`config.mk`:
```
export PLATFORM = sky130hd
export DESIGN_NAME = iir_filter_top
export DESIGN_NICKNAME = d
export VERILOG_FILES = /design/src/rtl/iir_pkg.sv /design/src/rtl/dsp_if.sv /design/src/rtl/dsp_mac.sv /design/src/rtl/stream_fifo.sv /design/src/rtl/coef_bank.sv /design/src/rtl/iir_sequencer.sv /design/src/rtl/iir_filter_top.sv
export VERILOG_INCLUDE_DIRS = /design/src /design/src/rtl
export SDC_FILE = /design/constraint.sdc
export NUM_CORES = 2
export LEC_CHECK = 0
export ABC_AREA = 1
export BUFFER_PORTS_ARGS = -buffer_cell sky130_fd_sc_hd__buf_2
export CELL_PAD_IN_SITES_DETAIL_PLACEMENT = 2
export CELL_PAD_IN_SITES_GLOBAL_PLACEMENT = 2
export CORE_MARGIN = 4
export CORE_UTILIZATION = 36
export CTS_CLUSTER_DIAMETER = 150
export DETAILED_ROUTE_END_ITERATION = 6
export HOLD_SLACK_MARGIN = 0.15
export PLACE_DENSITY = 0.85
export SLEW_MARGIN = 25
export SYNTH_ARGS = -nofsm -noshare
export SYNTH_HDL_FRONTEND = slang
export SYNTH_SLANG_ARGS = --single-unit
```
`constraint.sdc`:
```
create_clock -name clk -period 8.1 [get_ports clk]
set_input_delay 1.62 -clock clk [delete_from_list [all_inputs] [get_ports clk]]
set_output_delay 1.62 -clock clk [all_outputs]
set_load 0.05 [all_outputs]
```
`src/rtl/iir_params.svh`:
```
// Biquad section build constants
// Sample and coefficient width, tap count, result slice position
// and depth of the stream FIFOs

`ifndef IIR_PARAMS_SVH
`define IIR_PARAMS_SVH

// Sample and coefficient width in bits
`define IIR_DATA_W      18

// Fixed biquad program, three feedforward and two feedback taps
`define IIR_NUM_COEFS   5

// Low bit of the result slice taken from the accumulator
`define IIR_FRAC_SHIFT  16

// Entries per stream FIFO
`define IIR_FIFO_DEPTH  4

`endif

```
`src/rtl/iir_pkg.sv`:
```
// Biquad filter types
// Samples, coefficients, accumulator, MAC opmodes and the result
// record handed to the output stream

`include "iir_params.svh"

package iir_pkg;

    // Signed fixed-point sample
    typedef logic signed [`IIR_DATA_W-1:0] sample_t;

    // Signed coefficient, feedback terms stored negated
    typedef logic signed [`IIR_DATA_W-1:0] coef_t;

    // Coefficient and delay-line index
    typedef logic [$clog2(`IIR_NUM_COEFS)-1:0] coef_addr_t;

    // Full-width accumulator of the MAC slice
    typedef logic signed [47:0] acc_t;

    // MAC operation per cycle
    typedef enum logic [1:0] {
        NOP       = 2'd0,
        MULT_ZERO = 2'd1,
        MULT_ACC  = 2'd2
    } dsp_opmode_t;

    // Output sample with its overflow flag
    typedef struct packed {
        sample_t data;
        logic    ovf;
    } iir_result_t;

endpackage

```
`src/rtl/dsp_if.sv`:
```
// Sequencer to MAC link
// Operands and opmode go to the MAC slice, the accumulator
// comes back. No handshake, the MAC acts every cycle.

`timescale 1ns/1ps

interface dsp_if;
    import iir_pkg::*;

    dsp_opmode_t opmode;
    // Coefficient operand
    coef_t       a;
    // Sample operand
    sample_t     b;
    // Registered accumulator
    acc_t        p;

    modport seq (
        output opmode,
        output a,
        output b,
        input  p
    );

    modport mac (
        input  opmode,
        input  a,
        input  b,
        output p
    );

endinterface

```
`src/rtl/dsp_mac.sv`:
```
// Multiply-accumulate slice in the manner of a DSP48 block
// Forms the signed product of a and b and adds it to zero or to
// the previous accumulator value. One cycle of latency.

`timescale 1ns/1ps

`include "iir_params.svh"

module dsp_mac (
    input logic clk,
    input logic reset,
    dsp_if.mac  dsp
);
    import iir_pkg::*;

    logic signed [2*`IIR_DATA_W-1:0] mult;
    acc_t                            product;
    acc_t                            p_q;

    // ------------------------------------------------------------
    // Multiplier
    // ------------------------------------------------------------
    assign mult    = dsp.a * dsp.b;
    // Sign extend to accumulator width
    assign product = acc_t'(mult);

    // ------------------------------------------------------------
    // Accumulator with Z mux
    // ------------------------------------------------------------
    always_ff @(posedge clk or posedge reset) begin
        if (reset) begin
            p_q <= '0;
        end else begin
            case (dsp.opmode)
                // Z = 0
                MULT_ZERO: p_q <= product;
                // Z = P, wraps at 48 bits
                MULT_ACC:  p_q <= p_q + product;
                default:   p_q <= p_q;
            endcase
        end
    end

    assign dsp.p = p_q;

    // Sequencer must only issue defined operations
    a_opmode_legal: assert property (
        @(posedge clk) disable iff (reset)
        dsp.opmode inside {NOP, MULT_ZERO, MULT_ACC}
    ) else $error("dsp_mac: illegal opmode %0d", dsp.opmode);

endmodule

```
`src/rtl/stream_fifo.sv`:
```
// Valid/ready stream FIFO
// Circular buffer with read and write pointers and an occupancy
// count. A push shows at the output one cycle later.

`timescale 1ns/1ps

`include "iir_params.svh"

module stream_fifo #(
    parameter type T     = logic,
    parameter int  DEPTH = `IIR_FIFO_DEPTH
) (
    input  logic clk,
    input  logic reset,
    input  logic push_valid,
    output logic push_ready,
    input  T     push_data,
    output logic pop_valid,
    input  logic pop_ready,
    output T     pop_data
);

    localparam int PTR_W = (DEPTH > 1) ? $clog2(DEPTH) : 1;
    localparam int CNT_W = $clog2(DEPTH + 1);

    T                 mem [DEPTH];
    logic [PTR_W-1:0] wr_ptr;
    logic [PTR_W-1:0] rd_ptr;
    logic [CNT_W-1:0] count;
    logic             do_push;
    logic             do_pop;

    // Pointer advance with wrap for any depth
    function automatic logic [PTR_W-1:0] ptr_next(input logic [PTR_W-1:0] ptr);
        return (ptr == PTR_W'(DEPTH - 1)) ? '0 : ptr + 1'b1;
    endfunction

    assign push_ready = (count != CNT_W'(DEPTH));
    assign pop_valid  = (count != '0);
    assign do_push    = push_valid && push_ready;
    assign do_pop     = pop_valid && pop_ready;
    assign pop_data   = mem[rd_ptr];

    // Storage
    always_ff @(posedge clk) begin
        if (do_push) begin
            mem[wr_ptr] <= push_data;
        end
    end

    // Pointers and occupancy
    always_ff @(posedge clk or posedge reset) begin
        if (reset) begin
            wr_ptr <= '0;
            rd_ptr <= '0;
            count  <= '0;
        end else begin
            if (do_push) begin
                wr_ptr <= ptr_next(wr_ptr);
            end
            if (do_pop) begin
                rd_ptr <= ptr_next(rd_ptr);
            end
            case ({do_push, do_pop})
                2'b10:   count <= count + 1'b1;
                2'b01:   count <= count - 1'b1;
                default: count <= count;
            endcase
        end
    end

    a_count_bound: assert property (
        @(posedge clk) disable iff (reset)
        count <= CNT_W'(DEPTH)
    ) else $error("stream_fifo: count %0d above depth", count);

    // Head entry must hold while the consumer stalls
    a_pop_stable: assert property (
        @(posedge clk) disable iff (reset)
        pop_valid && !pop_ready |=> $stable(pop_data)
    ) else $error("stream_fifo: pop_data changed while stalled");

endmodule

```
`src/rtl/coef_bank.sv`:
```
// Coefficient register file for the biquad program
// Five entries written over a valid/ready port that only accepts
// while the sequencer is idle

`timescale 1ns/1ps

`include "iir_params.svh"

module coef_bank (
    input  logic                clk,
    input  logic                reset,
    input  logic                idle,
    input  logic                wr_valid,
    output logic                wr_ready,
    input  iir_pkg::coef_addr_t wr_addr,
    input  iir_pkg::coef_t      wr_data,
    output iir_pkg::coef_t      coefs [`IIR_NUM_COEFS]
);
    import iir_pkg::*;

    logic wr_en;

    // Coefficients stay frozen during a computation
    assign wr_ready = idle;
    assign wr_en    = wr_valid && wr_ready;

    // ------------------------------------------------------------
    // Address decode and storage
    // ------------------------------------------------------------
    // Addresses past the last tap match no entry and are dropped
    always_ff @(posedge clk or posedge reset) begin
        if (reset) begin
            for (int i = 0; i < `IIR_NUM_COEFS; i++) begin
                coefs[i] <= '0;
            end
        end else if (wr_en) begin
            for (int i = 0; i < `IIR_NUM_COEFS; i++) begin
                if (wr_addr == coef_addr_t'(i)) begin
                    coefs[i] <= wr_data;
                end
            end
        end
    end

endmodule

```
`src/rtl/iir_sequencer.sv`:
```
// Microcoded biquad sequencer
// A small program ROM walks five MACs through the shared DSP slice,
// keeps the x/y delay line and hands each result to the output
// stream. Result ready nine cycles after a sample is accepted.

`timescale 1ns/1ps

`include "iir_params.svh"

module iir_sequencer (
    input  logic                 clk,
    input  logic                 reset,
    input  logic                 s_valid,
    output logic                 s_ready,
    input  iir_pkg::sample_t     s_data,
    output logic                 r_valid,
    input  logic                 r_ready,
    output iir_pkg::iir_result_t r_data,
    input  iir_pkg::coef_t       coefs [`IIR_NUM_COEFS],
    output logic                 idle,
    dsp_if.seq                   dsp
);
    import iir_pkg::*;

    localparam int SLICE_HI = `IIR_FRAC_SHIFT + `IIR_DATA_W - 1;
    localparam int ACC_MSB  = $bits(acc_t) - 1;

    // Program addresses
    localparam logic [2:0] PC_WAIT  = 3'd0;
    localparam logic [2:0] PC_LOAD  = 3'd1;
    localparam logic [2:0] PC_MACS  = 3'd2;
    localparam logic [2:0] PC_LAST  = 3'd3;
    localparam logic [2:0] PC_DRAIN = 3'd4;
    localparam logic [2:0] PC_STORE = 3'd5;

    // Task flags issued per program step
    localparam logic [8:0] T_WAIT     = 9'h001;
    localparam logic [8:0] T_PUSH_X   = 9'h002;
    localparam logic [8:0] T_MAC_ZERO = 9'h004;
    localparam logic [8:0] T_MAC_ACC  = 9'h008;
    localparam logic [8:0] T_IDX_CLR  = 9'h010;
    localparam logic [8:0] T_IDX_INC  = 9'h020;
    localparam logic [8:0] T_REPEAT_3 = 9'h040;
    localparam logic [8:0] T_CAPTURE  = 9'h080;
    localparam logic [8:0] T_JUMP_0   = 9'h100;

    localparam logic [1:0] REP_LAST = 2'd2;

    logic [2:0]  pc;
    logic [8:0]  tasks;
    logic [1:0]  rep_cnt;
    logic        rep_done;
    coef_addr_t  idx;
    sample_t     x_in;
    sample_t     xy [`IIR_NUM_COEFS];
    logic        accept;
    logic        mac_zero;
    logic        mac_acc;
    dsp_opmode_t opmode_q;
    coef_t       a_q;
    sample_t     b_q;
    sample_t     y_slice;
    logic        y_ovf;

    // ------------------------------------------------------------
    // Program ROM
    // ------------------------------------------------------------
    always_comb begin
        case (pc)
            PC_WAIT:  tasks = T_WAIT;
            PC_LOAD:  tasks = T_PUSH_X | T_MAC_ZERO | T_IDX_INC;
            PC_MACS:  tasks = T_REPEAT_3 | T_MAC_ACC | T_IDX_INC;
            PC_LAST:  tasks = T_MAC_ACC | T_IDX_CLR;
            // Let the last product settle in the accumulator
            PC_DRAIN: tasks = T_REPEAT_3;
            PC_STORE: tasks = T_CAPTURE | T_JUMP_0;
            default:  tasks = T_JUMP_0;
        endcase
    end

    assign idle     = |(tasks & T_WAIT);
    assign s_ready  = idle && !r_valid;
    assign accept   = s_valid && s_ready;
    assign mac_zero = |(tasks & T_MAC_ZERO);
    assign mac_acc  = |(tasks & T_MAC_ACC);
    assign rep_done = !(|(tasks & T_REPEAT_3)) || (rep_cnt == REP_LAST);

    // Program counter
    always_ff @(posedge clk or posedge reset) begin
        if (reset) begin
            pc <= PC_WAIT;
        end else if (|(tasks & T_JUMP_0)) begin
            pc <= PC_WAIT;
        end else if ((idle && !accept) || !rep_done) begin
            pc <= pc;
        end else begin
            pc <= pc + 3'd1;
        end
    end

    // Repeat counter for three passes per repeated step
    always_ff @(posedge clk or posedge reset) begin
        if (reset) begin
            rep_cnt <= '0;
        end else if (|(tasks & T_REPEAT_3)) begin
            rep_cnt <= rep_done ? 2'd0 : rep_cnt + 2'd1;
        end
    end

    // Index register
    always_ff @(posedge clk or posedge reset) begin
        if (reset) begin
            idx <= '0;
        end else if (|(tasks & T_IDX_CLR)) begin
            idx <= '0;
        end else if (|(tasks & T_IDX_INC)) begin
            idx <= idx + 1'b1;
        end
    end

    // ------------------------------------------------------------
    // Sample capture and x/y delay line
    // ------------------------------------------------------------
    always_ff @(posedge clk) begin
        if (accept) begin
            x_in <= s_data;
        end
    end

    // Entries 0..2 hold x[n..n-2], entries 3..4 hold y[n-1..n-2]
    always_ff @(posedge clk or posedge reset) begin
        if (reset) begin
            for (int i = 0; i < `IIR_NUM_COEFS; i++) begin
                xy[i] <= '0;
            end
        end else if (|(tasks & T_PUSH_X)) begin
            xy[0] <= x_in;
            xy[1] <= xy[0];
            xy[2] <= xy[1];
        end else if (|(tasks & T_CAPTURE)) begin
            xy[3] <= y_slice;
            xy[4] <= xy[3];
        end
    end

    // ------------------------------------------------------------
    // MAC issue
    // ------------------------------------------------------------
    always_ff @(posedge clk or posedge reset) begin
        if (reset) begin
            opmode_q <= NOP;
        end else if (mac_zero) begin
            opmode_q <= MULT_ZERO;
        end else if (mac_acc) begin
            opmode_q <= MULT_ACC;
        end else begin
            opmode_q <= NOP;
        end
    end

    // First tap takes the new sample before it reaches the line
    always_ff @(posedge clk) begin
        if (mac_zero) begin
            a_q <= coefs[idx];
            b_q <= x_in;
        end else if (mac_acc) begin
            a_q <= coefs[idx];
            b_q <= xy[idx];
        end
    end

    assign dsp.opmode = opmode_q;
    assign dsp.a      = a_q;
    assign dsp.b      = b_q;

    // ------------------------------------------------------------
    // Result slice and output hold
    // ------------------------------------------------------------
    assign y_slice = dsp.p[SLICE_HI:`IIR_FRAC_SHIFT];
    // Upper bits must all match the slice sign
    assign y_ovf   = !((&dsp.p[ACC_MSB:SLICE_HI]) || !(|dsp.p[ACC_MSB:SLICE_HI]));

    always_ff @(posedge clk or posedge reset) begin
        if (reset) begin
            r_valid <= 1'b0;
        end else if (|(tasks & T_CAPTURE)) begin
            r_valid <= 1'b1;
        end else if (r_ready) begin
            r_valid <= 1'b0;
        end
    end

    always_ff @(posedge clk) begin
        if (|(tasks & T_CAPTURE)) begin
            r_data.data <= y_slice;
            r_data.ovf  <= y_ovf;
        end
    end

    a_idx_range: assert property (
        @(posedge clk) disable iff (reset)
        (mac_zero || mac_acc) |-> (idx < coef_addr_t'(`IIR_NUM_COEFS))
    ) else $error("iir_sequencer: MAC issued with index %0d", idx);

    // A stalled result keeps its value and blocks new samples
    a_result_hold: assert property (
        @(posedge clk) disable iff (reset)
        (r_valid && !r_ready) |=> (r_valid && $stable(r_data) && !s_ready)
    ) else $error("iir_sequencer: pending result changed or input accepted");

endmodule

```
`src/rtl/iir_filter_top.sv`:
```
// Biquad IIR filter section
// Input FIFO, microcoded sequencer, shared MAC slice, coefficient
// bank and output FIFO joined behind plain stream ports

`timescale 1ns/1ps

`include "iir_params.svh"

module iir_filter_top (
    input  logic                clk,
    input  logic                reset,
    input  logic                in_valid,
    output logic                in_ready,
    input  iir_pkg::sample_t    in_data,
    output logic                out_valid,
    input  logic                out_ready,
    output iir_pkg::sample_t    out_data,
    output logic                out_ovf,
    input  logic                coef_valid,
    output logic                coef_ready,
    input  iir_pkg::coef_addr_t coef_addr,
    input  iir_pkg::coef_t      coef_data
);
    import iir_pkg::*;

    logic        s_valid;
    logic        s_ready;
    sample_t     s_data;
    logic        r_valid;
    logic        r_ready;
    iir_result_t r_data;
    iir_result_t out_res;
    coef_t       coefs [`IIR_NUM_COEFS];
    logic        idle;

    dsp_if dsp0 ();

    // Input samples
    stream_fifo #(.T(sample_t)) u_in_fifo (
        .clk        (clk),
        .reset      (reset),
        .push_valid (in_valid),
        .push_ready (in_ready),
        .push_data  (in_data),
        .pop_valid  (s_valid),
        .pop_ready  (s_ready),
        .pop_data   (s_data)
    );

    coef_bank u_coef_bank (
        .clk      (clk),
        .reset    (reset),
        .idle     (idle),
        .wr_valid (coef_valid),
        .wr_ready (coef_ready),
        .wr_addr  (coef_addr),
        .wr_data  (coef_data),
        .coefs    (coefs)
    );

    iir_sequencer u_seq (
        .clk     (clk),
        .reset   (reset),
        .s_valid (s_valid),
        .s_ready (s_ready),
        .s_data  (s_data),
        .r_valid (r_valid),
        .r_ready (r_ready),
        .r_data  (r_data),
        .coefs   (coefs),
        .idle    (idle),
        .dsp     (dsp0.seq)
    );

    dsp_mac u_mac (
        .clk   (clk),
        .reset (reset),
        .dsp   (dsp0.mac)
    );

    // Results with overflow flag
    stream_fifo #(.T(iir_result_t)) u_out_fifo (
        .clk        (clk),
        .reset      (reset),
        .push_valid (r_valid),
        .push_ready (r_ready),
        .push_data  (r_data),
        .pop_valid  (out_valid),
        .pop_ready  (out_ready),
        .pop_data   (out_res)
    );

    assign out_data = out_res.data;
    assign out_ovf  = out_res.ovf;

endmodule

```
**Yosys cells after proc, flatten, opt, wreduce, memory -nomap -nowiden**

Memories as Yosys holds them, arrays and structs flattened. A register that Yosys moved wholly into a read port is not among the register bits.
Cells that the tools add are included.

- RAM bits: 148
- Memories kept: 2
- Input port bits: 44
- Memory bits (read-only): 0
- Register bits after elaboration: 308
- Word-level logic and storage cells: 132
- Output and inout port bits: 22
- Latch bits: 0

Memory list:

| memory | depth | width | read ports | clocked after Yosys merged registers in | write ports | RTL line | source |
|---|---|---|---|---|---|---|---|
| u_out_fifo.mem | 4 | 19 | 1 | 0 | 1 | stream_fifo.sv:26 | `T mem [DEPTH];` |
| u_in_fifo.mem | 4 | 18 | 1 | 1 | 1 | stream_fifo.sv:26 |  |

- Shift operators: 0
- Reduce and logical (&&, ||, !) cells: 34
- Divide/modulo/power cells: 0
- Multipliers: 1
- $lt $le $gt $ge: 1
- Bitwise logic cells: 2
- Equal/unequal tests: 23
- Mux-type cells: 31
- Add/sub/neg operators: 12

Operators with widths:

| cell | number |
|---|---|
| 2-to-1 mux 18 bit | 8 |
| binary-select mux 18 bit (select 3 bit) | 2 |
| one-hot mux 48 bit (2 select lines) | 1 |
| one-hot mux 9 bit (6 select lines) | 1 |
| adder 48 x 36 -> 48 bit | 1 |
| multiplier 18 x 18 -> 36 bit | 1 |
| == test 2 bit (second input constant) | 8 |
| AND reduction 15 bit | 1 |
| OR reduction 15 bit | 1 |
| 2-to-1 mux 2 bit | 7 |
| adder 3 x 1 -> 3 bit (second input constant) | 4 |
| == test 3 x 2 -> 1 bit (second input constant) | 4 |
| 2-to-1 mux 3 bit | 4 |
| one-hot mux 3 bit (2 select lines) | 2 |
| AND reduction 2 bit | 6 |
| nonzero test 2 bit | 6 |
| adder 2 x 1 -> 2 bit (second input constant) | 5 |
| == test 3 bit (second input constant) | 3 |
| logical AND 1 bit | 7 |
| == test 2 x 1 -> 1 bit (second input constant) | 3 |
| == test 3 x 1 -> 1 bit (second input constant) | 2 |
| logical NOT 1 bit | 6 |
| logical NOT 3 bit | 2 |
| 2-to-1 mux 1 bit | 6 |
| 8 further kinds | 13 |

**Logic depth before layout (Yosys ltp)**

- Depth in word-level cells: 9
- Gate-level depth with buffers: 42

**Modules after synthesis**

From an unflattened synthesis, not the netlist that was laid out.

- Cells, all modules: 4663
- Area total of the unflattened synthesis: 37508.5 um^2

By module, submodules not included:

| module | times used | area each (um^2) | seq. area each (um^2) | cells an instance |
|---|---|---|---|---|
| dsp_mac | 1 | 19085.8 | 1201.2 | 2793 |
| iir_sequencer | 1 | 7895.1 | 4719.5 | 921 |
| stream_fifo (u_out_fifo) | 1 | 3592.2 | 2457.4 | 281 |
| coef_bank | 1 | 3573.4 | 2252.2 | 399 |
| stream_fifo (u_in_fifo) | 1 | 3362.0 | 2337.2 | 269 |

**Worst setup path before layout**

No wires, ideal clock.

- Path type: register -> register
- From: register u_seq.a_q[17] (netlist: u_seq.dsp.a[17])
- To: register u_mac.p_q[31] (netlist: u_mac.dsp.p[31])
- Required time: 7.982 ns
- Clock period less this slack: 6.892 ns
- Stages on the path, launching flop included: 37
- Path slack: 1.208 ns
- Path buffers: 2
- Arrival time: 6.774 ns
- Path through: edfxtp_1 -> clkbuf_1 -> clkbuf_1 -> nand2_1 -> fa_1 -> inv_1 -> fa_1 -> inv_1 -> fa_1 -> inv_1 -> fa_1 -> fa_1 -> inv_1 -> fa_1 -> inv_1 -> ha_1 -> nand2_2 -> nor2_1 -> inv_1 -> nor3_1 -> nand3_1 -> or2_1 -> nand4_1 -> nand2_1 -> ha_1 -> nand2_1 -> inv_1 -> nand2_1 -> inv_1 -> nand2_1 -> and2_1 -> nand2_1 -> a21oi_1 -> xor2_1 -> nand2_1 -> nand3_1 -> nand2_1

- Longest elaborated chain between the ends: 3

RTL lines:

| item | RTL line | source |
|---|---|---|
| start: declaration | iir_sequencer.sv:60 | `coef_t a_q;` |
| start signal: assignment | iir_sequencer.sv:164 | `a_q <= coefs[idx];` |
| start signal: assignment | iir_sequencer.sv:167 | `a_q <= coefs[idx];` |
| multiplier 18 x 18 -> 36 bit * | dsp_mac.sv:23 | `assign mult = dsp.a * dsp.b;` |
| adder 48 x 36 -> 48 bit | dsp_mac.sv:38 | `MULT_ACC: p_q <= p_q + product;` |
| one-hot mux 48 bit (2 select lines) * | dsp_mac.sv:34 | `case (dsp.opmode)` |
| end signal: assignment | dsp_mac.sv:36 | `MULT_ZERO: p_q <= product;` |
| end signal: assignment | dsp_mac.sv:38 |  |
| end signal: assignment | dsp_mac.sv:39 | `default: p_q <= p_q;` |
| end: declaration | dsp_mac.sv:18 | `acc_t p_q;` |

Every way passes the cells marked *; elsewhere a longest branch is shown, timed or not.
A chain may end at the register's enable or synchronous reset.

**Final worst setup path**

- From: register u_seq.a_q[17] (netlist: u_seq.dsp.a[17])
- To: register u_mac.p_q[45] (netlist: u_mac.dsp.p[45])

Same word-level chain as after synthesis.

==> flow_metrics.tcl <==
set metrics [dict create \
    cts_tree "built" \
    critPathKind "flip-flop to flip-flop" \
    fin_worst_hold_slack_ns 0.496 \
    ant_nets 0 \
    cts-root-buf "clkbuf_16" \
    ys_seq_area_share_pct 35.4 \
    worst_pin_slew_ns 1.83 \
    synth_largest_type_area_fraction_pct 18.2 \
    worst_slack_ns -1.69 \
    drv_cap 1 \
    cts_sinks 474 \
    fmax_ghz 0.102 \
    grt_usage_pct 32.0 \
    wl_per_cell_um 35.2 \
    critPathMaxFanout 7 \
    yosys_warnings 0 \
    routed_via_density 6.14 \
    start_util_pct 36.4 \
    core-area_um2 100000 \
    cp.required_ns 8.65 \
    cp.arrival_ns 10.33 \
    slowest_delay_ns 0.73 \
    synth_enable_flop_cells 221 \
    cpMaxStageDelayCell "fa_1" \
    num_vias 36577 \
    yosys.area.top_type "fa_1" \
    rsz0062_at_grt "true" \
    drtIter0Drc 4077 \
    synth_common_cells "1,019 x nand2_1, 931 x inv_1, 421 x o21ai_0" \
    clk_latency_ns 0.66 \
    port_buffers 65 \
    synthFlopType "dfrtp_1" \
    io-pin-count 66 \
    rows 116 \
    finalHoldViolCount 0 \
    htreeDepth 2 \
    avgSynthCellArea_um2 8.27 \
    cts_hold_buffers 0 \
    synth_area_um2 36600 \
    placed_cells 5774 \
    dp_hpwl_um 112000 \
    cp-end-kind "flip-flop" \
    grt_max_degree 113 \
    crit_top_cell "nand2_1" \
    overflow 0 \
    synthArstFlopShare_pct 53.4 \
    finClkSkew_ns 0.0552 \
    chipWidth_um 327 \
    fin_nets 5093 \
    timing.slew.headroom_pct -23.4 \
    numCtsBuffers 48 \
    firstDrtPassIters 6 \
    setup_violations 29 \
    fp.dieH_um 327 \
    ys_top_cells_by_area "fa_1 18%, edfxtp_1 18%, dfrtp_1 17%, nand2_1 10%, inv_1 9.6%" \
    synth.most_common_cell "nand2_1" \
    grt_pass1_vias 38476 \
    routabilityCongestion 0.926 \
    post-route-period-util_pct 121 \
    drive_gt1_share_pct 13.9 \
    wirelength_um 210000 \
    grt_pass1_wl_um 257000 \
    violations "max-capacitance violations, max-slew violations, negative setup slack" \
    hold_path_class "flip-flop to flip-flop" \
    outcome "finished with violations" \
    die-area_um2 107000 \
    grt_antenna_before_repair 23 \
    clkTransAtPathRegs_ns 0.08 \
    cts.path.max_buffers 3 \
    min_period_ns 9.79 \
    syn-num-nets 4964 \
    yosysUniqueCellTypes 48 \
    drc 0 \
    instances_no_fill 5960 \
    final_max_slew_viol_count 2 \
    synth_seq_cells 474 \
    critPathLaunchType "flip-flop" \
    syn_to_final_growth_pct 15.8 \
    synthCells 4426 \
]
[worst paths after layout]
path / startpoint / end / slack (ns) / depth (start not counted)
min in group asynchronous: reset / u_seq.xy[68]$_DFFE_PP0P_ / 0.96 / 2
max: u_seq.dsp.a[17]$_DFFE_PP_ / u_mac.dsp.p[45]$_DFFE_PP0P_ / -1.69 / 33
max in group asynchronous: reset / u_mac.dsp.p[45]$_DFFE_PP0P_ / 5.77 / 4
min reg2reg: u_coef_bank.coefs[18]$_DFFE_PP0P_ / u_coef_bank.coefs[18]$_DFFE_PP0P_ / 0.50 / 2
max reg2reg: u_seq.dsp.a[17]$_DFFE_PP_ / u_mac.dsp.p[45]$_DFFE_PP0P_ / -1.69 / 33
min: u_coef_bank.coefs[18]$_DFFE_PP0P_ / u_coef_bank.coefs[18]$_DFFE_PP0P_ / 0.50 / 2
[sequential cells by signal, indices dropped and copies added, names as in the netlist, 3 cells and up]
signal             flops
u_coef_bank.coefs     90
u_seq.xy              90
u_out_fifo.mem        76
u_in_fifo.mem         72
u_mac.dsp.p           48
u_seq.r_data          19
u_seq.dsp.a           18
u_seq.dsp.b           18
u_seq.x_in            18
u_in_fifo.count        3
u_out_fifo.count       3
u_seq.idx              3
u_seq.pc               3
[final cells by class]
type,count,area [µm²]
Antenna cell,8,20.0
Clock buffer,68,1400
Clock inverter,22,285
Fill cell,11089,58100
Inverter,949,3590
Multi-Input combinational cell,2825,20500
Sequential cell,474,13000
Tap cell,1357,1700
Timing Repair Buffer,257,1920
[logic make-up after synthesis]
kind of cell | synth area share (%)
XOR/XNOR | 0.910
buffers and inverters | 11.7
flip-flops | 35.4
AND/OR/NAND/NOR | 17.9
AO/OA/AOI/OAI | 10.4
adder cells (fa/ha/maj) | 23.7
[critical path, delay by kind of cell, from the launching register on]
kind	cells	cell delay, ns
flip-flops	1	0.38
buffers and inverters	7	1.31
AO/OA/AOI/OAI	2	0.25
adder cells (fa/ha/maj)	8	4.41
AND/OR/NAND/NOR	16	3.22
[placed cells by master (no fill, tap or decap), types with 16 or more instances in the layout]
| cell type | instances |
|---|---|
| nand2_1 | 987 |
| inv_1 | 912 |
| o21ai_0 | 405 |
| fa_1 | 310 |
| dfrtp_1 | 252 |
| nor2_1 | 228 |
| edfxtp_1 | 221 |
| buf_4 | 175 |
| nand3_1 | 167 |
| a21oi_1 | 165 |
| ha_1 | 117 |
| buf_2 | 65 |
| clkbuf_16 | 50 |
| nand4_1 | 46 |
| nand2_2 | 41 |
| nor2_2 | 39 |
| o22ai_1 | 39 |
| ha_4 | 32 |
| inv_2 | 27 |
| a21oi_2 | 27 |
| fa_2 | 22 |
| nor2_4 | 19 |
| xor2_1 | 18 |
| xnor2_1 | 16 |
[repair_timing]
item / 4_1_cts / 5_1_grt
endpoints found under the setup margin: 24 / 29
pin swaps: 0 / 23
resized for setup: 21 / 277
setup buffers: 40 / 46
gates cloned: 0 / 1
[routing by layer]
layer / global-route usage [%] / wire length (µm)
met2: 54.6 / 97300
met4: 20.2 / 21300
met1: 36.7 / 70600
met5: 0 / 153
met3: 6.74 / 20400
[per-stage QoR]
stage / TNS, ns / utilization, % / instance area (µm²) / setup WS, ns
after floorplan: 0 / - / 36600 / 1.21
after global placement: 0 / 38.6 / 38700 / 0.0293
after global routing: -32.73 / 42.2 / 42400 / -1.62
final: -32.64 / 42.2 / 42400 / -1.69
after CTS: 0 / 40.7 / 40900 / 0.00661
after detailed placement: -3.04 / 38.6 / 38700 / -0.333
Power is left out: the tool's default activity adds up to more than one toggle a clock period on the data nets, which glitch-free logic cannot reach.
